**src/hdl/lsu_config.svh**
```systemverilog
// width, memory depth, delay enable and LFSR seed macros for the load/store unit
`ifndef LSU_CONFIG_SVH
`define LSU_CONFIG_SVH

// datapath widths of the RV32 load/store path
`define LSU_DATA_W 32
`define LSU_ADDR_W 32

// data memory depth in 32-bit words
// byte addresses at or above MEM_WORDS*4 get an error response
`define MEM_WORDS 256

// random ready/valid delays in the memory
// 0 gives a zero-wait memory, 1 gives 0 to 7 wait cycles per handshake
// the build overrides this value on the command line for the delay run
`define MEM_DELAY_EN 0

// start value of the delay LFSR, must not be zero
`define MEM_LFSR_SEED 8'h5b

`endif

```
**src/hdl/lsu_pkg.sv**
```systemverilog
// opcode, FSM state and response enums plus request, AXI-lite channel and writeback structs
`include "lsu_config.svh"

package lsu_pkg;

	// load/store opcodes, OP_NONE passes the ALU result through
	typedef enum logic [3:0] {
		OP_NONE = 4'd0,
		OP_LB   = 4'd1,
		OP_LH   = 4'd2,
		OP_LW   = 4'd3,
		OP_LBU  = 4'd4,
		OP_LHU  = 4'd5,
		OP_SB   = 4'd6,
		OP_SH   = 4'd7,
		OP_SW   = 4'd8
	} lsu_op_e;

	typedef enum logic [1:0] {
		ST_IDLE = 2'd0,
		ST_ADDR = 2'd1,
		ST_RESP = 2'd2,
		ST_WB   = 2'd3
	} lsu_state_e;

	// AXI encodings, only OKAY and SLVERR are produced
	typedef enum logic [1:0] {
		RESP_OKAY   = 2'b00,
		RESP_SLVERR = 2'b10
	} axi_resp_e;

	typedef struct packed {
		lsu_op_e                 op;
		logic [`LSU_ADDR_W-1:0]  addr;
		logic [`LSU_DATA_W-1:0]  wdata;
		logic [4:0]              rd;
	} lsu_req_t;

	// shared by the read and write address channels
	typedef struct packed {
		logic [`LSU_ADDR_W-1:0] addr;
	} axi_aw_t;

	typedef struct packed {
		logic [`LSU_DATA_W-1:0]   data;
		logic [`LSU_DATA_W/8-1:0] strb;
	} axi_w_t;

	typedef struct packed {
		logic [`LSU_DATA_W-1:0] data;
		axi_resp_e              resp;
	} axi_r_t;

	typedef struct packed {
		logic [4:0]             rd;
		logic [`LSU_DATA_W-1:0] data;
		logic                   wen;
		logic                   fault;
	} wb_t;

endpackage

```
**src/hdl/lsu.sv**
```systemverilog
// load/store unit with request FSM, AXI-lite master channels, store lanes and load extension
`timescale 1ns/10ps
`include "lsu_config.svh"

module lsu (
	input  logic               clk,
	input  logic               rstn,
	input  logic               req_valid_i,
	input  lsu_pkg::lsu_req_t  req_i,
	output logic               ready_o,
	output lsu_pkg::axi_aw_t   ar_o,
	output logic               ar_valid_o,
	input  logic               ar_ready_i,
	input  lsu_pkg::axi_r_t    r_i,
	input  logic               r_valid_i,
	output logic               r_ready_o,
	output lsu_pkg::axi_aw_t   aw_o,
	output logic               aw_valid_o,
	input  logic               aw_ready_i,
	output lsu_pkg::axi_w_t    w_o,
	output logic               w_valid_o,
	input  logic               w_ready_i,
	input  lsu_pkg::axi_resp_e b_resp_i,
	input  logic               b_valid_i,
	output logic               b_ready_o,
	output lsu_pkg::wb_t       wb_o,
	output logic               wb_valid_o
);
	import lsu_pkg::*;

	lsu_state_e state_q;
	lsu_state_e state_d;
	lsu_req_t   req_q;
	wb_t        wb_q;
	wb_t        wb_d;
	logic       is_load;
	logic       is_store;
	logic       addr_hs;
	logic       resp_hs;
	logic [7:0]  ld_byte;
	logic [15:0] ld_half;
	logic [`LSU_DATA_W-1:0] ld_data;

	assign is_load  = req_q.op inside {OP_LB, OP_LH, OP_LW, OP_LBU, OP_LHU};
	assign is_store = req_q.op inside {OP_SB, OP_SH, OP_SW};

	// only one request in flight, accepted in idle
	assign ready_o = (state_q == ST_IDLE);

	always_ff @(posedge clk) begin
		if (ready_o && req_valid_i) begin
			req_q <= req_i;
		end
	end

	// channel controls follow the state, so payloads hold until the handshake
	assign ar_valid_o = (state_q == ST_ADDR) && is_load;
	assign aw_valid_o = (state_q == ST_ADDR) && is_store;
	assign w_valid_o  = (state_q == ST_ADDR) && is_store;
	assign r_ready_o  = (state_q == ST_RESP) && is_load;
	assign b_ready_o  = (state_q == ST_RESP) && is_store;

	// word aligned address, lane selection uses the low bits of req_q
	assign ar_o.addr = {req_q.addr[`LSU_ADDR_W-1:2], 2'b00};
	assign aw_o.addr = {req_q.addr[`LSU_ADDR_W-1:2], 2'b00};

	// aw and w are accepted together by the memory
	assign addr_hs = (ar_valid_o && ar_ready_i) ||
		(aw_valid_o && aw_ready_i && w_valid_o && w_ready_i);
	assign resp_hs = (r_valid_i && r_ready_o) || (b_valid_i && b_ready_o);

	// store data replicated onto the byte lanes
	always_comb begin
		case (req_q.op)
			OP_SB: begin
				w_o.data = {4{req_q.wdata[7:0]}};
				w_o.strb = 4'b0001 << req_q.addr[1:0];
			end
			OP_SH: begin
				w_o.data = {2{req_q.wdata[15:0]}};
				w_o.strb = req_q.addr[1] ? 4'b1100 : 4'b0011;
			end
			default: begin
				w_o.data = req_q.wdata;
				w_o.strb = 4'b1111;
			end
		endcase
	end

	// pick the addressed byte or half out of the read word
	assign ld_byte = r_i.data[8*req_q.addr[1:0] +: 8];
	assign ld_half = req_q.addr[1] ? r_i.data[31:16] : r_i.data[15:0];

	always_comb begin
		case (req_q.op)
			OP_LB:   ld_data = {{24{ld_byte[7]}}, ld_byte};
			OP_LBU:  ld_data = {24'd0, ld_byte};
			OP_LH:   ld_data = {{16{ld_half[15]}}, ld_half};
			OP_LHU:  ld_data = {16'd0, ld_half};
			default: ld_data = r_i.data;
		endcase
	end

	// writeback record, non-memory ops write back the ALU result carried in addr
	always_comb begin
		wb_d.rd    = req_q.rd;
		wb_d.data  = '0;
		wb_d.wen   = 1'b0;
		wb_d.fault = 1'b0;
		if (is_load) begin
			wb_d.data  = ld_data;
			wb_d.fault = (r_i.resp == RESP_SLVERR);
			wb_d.wen   = (r_i.resp != RESP_SLVERR);
		end else if (is_store) begin
			wb_d.fault = (b_resp_i == RESP_SLVERR);
		end else begin
			wb_d.data = req_q.addr;
			wb_d.wen  = 1'b1;
		end
	end

	always_comb begin
		state_d = state_q;
		case (state_q)
			ST_IDLE: begin
				if (req_valid_i) begin
					state_d = ST_ADDR;
				end
			end
			ST_ADDR: begin
				if (!is_load && !is_store) begin
					state_d = ST_WB;
				end else if (addr_hs) begin
					state_d = ST_RESP;
				end
			end
			ST_RESP: begin
				if (resp_hs) begin
					state_d = ST_WB;
				end
			end
			ST_WB: begin
				state_d = ST_IDLE;
			end
			default: begin
				state_d = ST_IDLE;
			end
		endcase
	end

	always_ff @(posedge clk) begin
		if (!rstn) begin
			state_q <= ST_IDLE;
		end else begin
			state_q <= state_d;
		end
	end

	// record captured on entry to ST_WB while response data is still valid
	always_ff @(posedge clk) begin
		if (state_q != ST_WB && state_d == ST_WB) begin
			wb_q <= wb_d;
		end
	end

	assign wb_o       = wb_q;
	assign wb_valid_o = (state_q == ST_WB);

endmodule

```
**config.mk**
```make
export PLATFORM = sky130hd
export DESIGN_NAME = lsu
export DESIGN_NICKNAME = d
export VERILOG_FILES = /design/src/hdl/lsu_pkg.sv /design/src/hdl/lsu.sv
export VERILOG_INCLUDE_DIRS = /design/src /design/src/hdl
export SDC_FILE = /design/constraint.sdc
export NUM_CORES = 1
export LEC_CHECK = 0
export ABC_CLOCK_PERIOD_IN_PS = 11900
export BUFFER_PORTS_ARGS = -buffer_cell sky130_fd_sc_hd__buf_2
export CORE_MARGIN = 2
export CORE_UTILIZATION = 29
export CTS_CLUSTER_DIAMETER = 150
export DETAILED_ROUTE_END_ITERATION = 10
export GPL_TIMING_DRIVEN = 0
export PLACE_DENSITY = 0.53
export SETUP_SLACK_MARGIN = 0.2
export SLEW_MARGIN = 20
export SYNTH_ARGS = -nofsm -noshare
export SYNTH_HDL_FRONTEND = slang
export SYNTH_SLANG_ARGS = --single-unit
```
**constraint.sdc**
```tcl
create_clock -name clk -period 11.9 [get_ports clk]
set_input_delay 2.975 -clock clk [delete_from_list [all_inputs] [get_ports clk]]
set_output_delay 2.975 -clock clk [all_outputs]
set_load 0.005 [all_outputs]
```
; ---- After elaboration in Yosys (flattened, before gate mapping)
; Index checks and enable logic that the tools add are counted.
[totals]
register_bits = 114
[classes]
n_reduce_logical = 20
mux = 12
n_eq_ne = 16
n_shift = 2
[op_table]
columns = op, count
row1 = $pmux 32 s4, 1
row2 = $pmux 36 s2, 1
row3 = $mux 34, 1
row4 = $mux 33, 1
row5 = $shiftx 32x6->8, 1
row6 = $eq 4x3->1 const B, 4
row7 = $mux 16, 1
row8 = $logic_and 1x1->1, 13
row9 = $eq 2x2->1 const B, 5
row10 = $eq 4x2->1 const B, 2
row11 = $mux 2, 4
row12 = $pmux 2 s4, 1
row13 = $reduce_bool 5->1, 1
row14 = $eq 4x1->1 const B, 1
row15 = $eq 4x4->1 const B, 1
row16 = $mux 4, 1
row17 = $ne 2x2->1 const B, 2
row18 = $shl 1x2->4 const A, 1
row19 = $reduce_bool 3->1, 1
row20 = $eq 2x1->1 const B, 1
row21 = $logic_not 1->1, 2
row22 = $logic_not 2->1, 1
row23 = $logic_or 1x1->1, 2
row24 = $mux 1, 1

; ---- Longest topological paths before layout
[logic_depth]
depth_word = 12
depth_mapped = 7

; ---- Worst setup path after synthesis
; OpenSTA, ideal clock, no wires.
[synth_timing]
path_kind = input port to flip-flop
start = input port req_valid_i
end = register req_q (netlist bit ar_o[10]) (enable)
arrival_ns = 4.458
path_buffers = 0
setup_ns = 0.427
required_ns = 11.473
slack_ns = 7.015
cell_stages = 2
cell_sequence = nand2_1 > inv_1
[synth_via]
elab_chain_cells = 1
[synth_rtl]
columns = item, line_no
row1 = from (decl), lsu.sv:8  ; input logic req_valid_i,
row2 = $logic_and 1x1->1, lsu.sv:51  ; if (ready_o && req_valid_i) begin
row3 = to (signal assigned), lsu.sv:52  ; req_q <= req_i;
row4 = to (decl), lsu.sv:33  ; lsu_req_t req_q;
; Every way passes these cells.
; A chain may end at the register's enable or synchronous reset.

==> run_results.csv <==
group,metric,value,unit
run_status,status,"finished clean",
final_layout,final_area,7968,sq um
pwr,power.total,1.310,mW
final_layout,mostFrequentLayoutCells,"265 x buf_2, 112 x edfxtp_1, 75 x buf_4",
die,core-area,18830,sq um
route,drc,0,
cts,cts_sinks,114,
yosys,synthArstFlopShare,0,
route,wire_per_inst,17.51,um
grt,grt_max_degree,53,
setup_path,max_stage_delay,0.66,ns
cts,holdBufCountCts,0,
placed_design,dp_slack,6.706,ns
die,start_util,0.2975,
grt,grt_antenna_before_repair,2,
timing,grt_setup_unrepaired,"false",
final_layout,post-route-util,0.4231,
grt,overflow,0,
route,via_count,4627,
die,num_rows,50,
timing,setup_slack,6.343,ns
cts,htreeDepth,4,
die,dieArea,20450,sq um
timing,setup_tns,0,ns
timing,final-setup-viol-count,0,
yosys,syn-cell-area,5603,sq um
cts,clock_latency,0.41,ns
cts,cts_buffers,17,
timing,maxSlewViolCount,0,
route,drt-pass1-iter-count,4,
yosys,syn_inst,454,
yosys,post-synth-top-area-fraction,0.6003,
yosys,yosysSeqAreaShare,0.6074,
die,die_w,143.0,um
yosys,synth_area_leaders,"edfxtp_1 60%, buf_4 10%, nand2_1 4.6%, a221o_1 3.9%, a22oi_1 1.7%",
yosys,synth_area_per_cell,12.34,sq um
cts,cts_tree,"done",
yosys,synth-edff-count,112,
grt,first_global_vias,4680,
final_layout,area_growth,42.21,%
cts,cts_resized,0,
timing,finalCriticalPeriod,5.557,ns
yosys,synth_warnings,0,
grt,grt_pass1_wl,26040,um
setup_path,crit_fanout,10,
timing,worst_slew_pin_slew,0.8840,ns
die,io_pins,263,
setup_path,crit_slowest_cell,"nor2_1",
setup_path,end_kind,"output port",
pwr,p_leak,3.545,nW
cts,clkSlewWorstSetupHoldPaths,0.05,ns
placed_design,placed_area,7301,sq um
route,vias_per_cell,4.577,
final_layout,final_common_cell,"buf_2",
route,antenna_left,0,
placed_design,io_buffer_count,258,
placed_design,place.detailed.hpwl,13610,um
pwr,pwr_density_cell,164.4,nW/um^2
route,drt_iter0_drc,215,
setup_path,setup.worst_path.class,"reg -> out",
yosys,synth.distinct_cells,46,
timing,hold_viol,0,
timing,fmax,179.9,MHz
die,die_y,143.0,um
placed_design,place.gp.congestion,0.8610,
job,max_cap_violations,0,
timing,period_share,0.4670,
setup_path,worstPathRequired,8.93,ns
yosys,synth-seq-cells,114,
yosys,yosysTopAreaCell,"edfxtp_1",
final_layout,layout.nets,854,
yosys,synthFlopType,"edfxtp_1",
timing,relSlewSlack,0.4071,
route,wirelength,17700,um
pwr,ir_drop,0.0001083,V
min_path,min_path_type,"reg -> reg",
grt,grt_usage,0.1705,
timing,fin_skew,0.008457,ns
setup_path,crit_chain,"buf_4, nand3b_1, nor2_1, nand2_1, nand2_1, buf_2",
setup_path,cpMostUsedCell,"nand2_1",
setup_path,startpoint_type,"flop",
cts,cts_max_path_buffers,2,
setup_path,cp.arrival,2.58,ns
cts,clock-root-buffer,"clkbuf_16",
final_layout,nFillCells,1811,
cts,cts_setup_buffers,0,
final_layout,post_route_cells_drive_above_1_share,0.5240,
cells by family after synthesis:
family          after synthesis  share of synthesized area
simple gates                125                     0.1045
mux                           9                    0.02010
buf+inv                     101                     0.1221
compound gates              102                     0.1420
xor+xnor                      2                   0.003127
flops                       114                     0.6074
other cells                   1                  0.0006693
sequential cells by signal (all words and copies together) (netlist names):
signal and flops:
req_q 43, wb_o 39, ar_o 30, state_q 2
routing by layer:
| layer | global-route usage | vias to the layer above | part of all wire |
|---|---|---|---|
| met5 | 0 | - | 0.00045 |
| met4 | 0.04898 | 2 | 0.0055 |
| met3 | 0.06338 | 7 | 0.095 |
| met2 | 0.2919 | 221 | 0.50 |
| met1 | 0.2002 | 2190 | 0.40 |
| li1 | - | 2207 | - |
power by group:
| group | internal, mW | total, mW | leakage (nW) | switching (mW) |
|---|---|---|---|---|
| logic | 0.108 | 0.222 | 2.15 | 0.114 |
| clock network | 0.392 | 0.576 | 0.318 | 0.184 |
| registers | 0.492 | 0.512 | 1.08 | 0.0200 |
| total | 0.992 | 1.31 | 3.55 | 0.318 |
layout make-up:
class	instances	area, sq um	share of cell area
buffer	96	665.6	0.08354
timing repair buffer	261	1345	0.1688
tap	260	325.3	0.04083
clock inverter	14	235.2	0.02952
inverter	5	21.27	0.002670
clock buffer	18	429.2	0.05386
multi-input combinational	242	1540	0.1933
sequential	114	3403	0.4271
antenna	1	2.502	0.0003141
final timing paths:
kind	from	endpoint	slack (ns)	depth (start not counted)
hold / removal	req_q[3]	wb_o[37]	0.42	0
setup / recovery	req_q[72]	w_o[34]	6.34	6
setup reg to reg	req_q[71]	wb_o[11]	9.22	5
hold reg to reg	req_q[3]	wb_o[37]	0.42	0
worst max-delay path, delay by kind of cell, from the launching register on:
kind | cells | cell delay, ns
AND/OR/NAND/NOR | 4 | 1.35
buffers and inverters | 2 | 0.35
flip-flops | 1 | 0.49
through the flow:
stage          cells  hold slack [ns]
2_1_floorplan    457           0.4003
3_3_place_gp     975           0.4017
3_5_place_dp     978           0.4147
4_1_cts         1010           0.4287
5_1_grt         1011           0.4351
6_report        1011           0.4249
synthesized netlist by cell type (2+ instances only):
| cell | n |
|---|---|
| nand3_1 | 5 |
| buf_6 | 2 |
| edfxtp_1 | 112 |
| a311oi_1 | 7 |
| nand2b_1 | 6 |
| o211ai_1 | 7 |
| nor2_1 | 22 |
| a21oi_1 | 17 |
| a221o_1 | 22 |
| a22oi_1 | 13 |
| a31o_2 | 2 |
| o21ai_0 | 6 |
| a2bb2oi_1 | 6 |
| buf_4 | 75 |
| nor3b_1 | 3 |
| mux2_2 | 8 |
| xor2_1 | 2 |
| clkbuf_1 | 12 |
| and2_1 | 2 |
| a22o_1 | 2 |
| nor2b_1 | 4 |
| or4_1 | 6 |
| inv_1 | 4 |
| a21o_1 | 10 |
| dfxtp_1 | 2 |
| a31oi_1 | 2 |
| buf_2 | 7 |
| nor3_2 | 3 |
| nand2_1 | 68 |
Note: power is estimated with default switching activity, not from simulation.
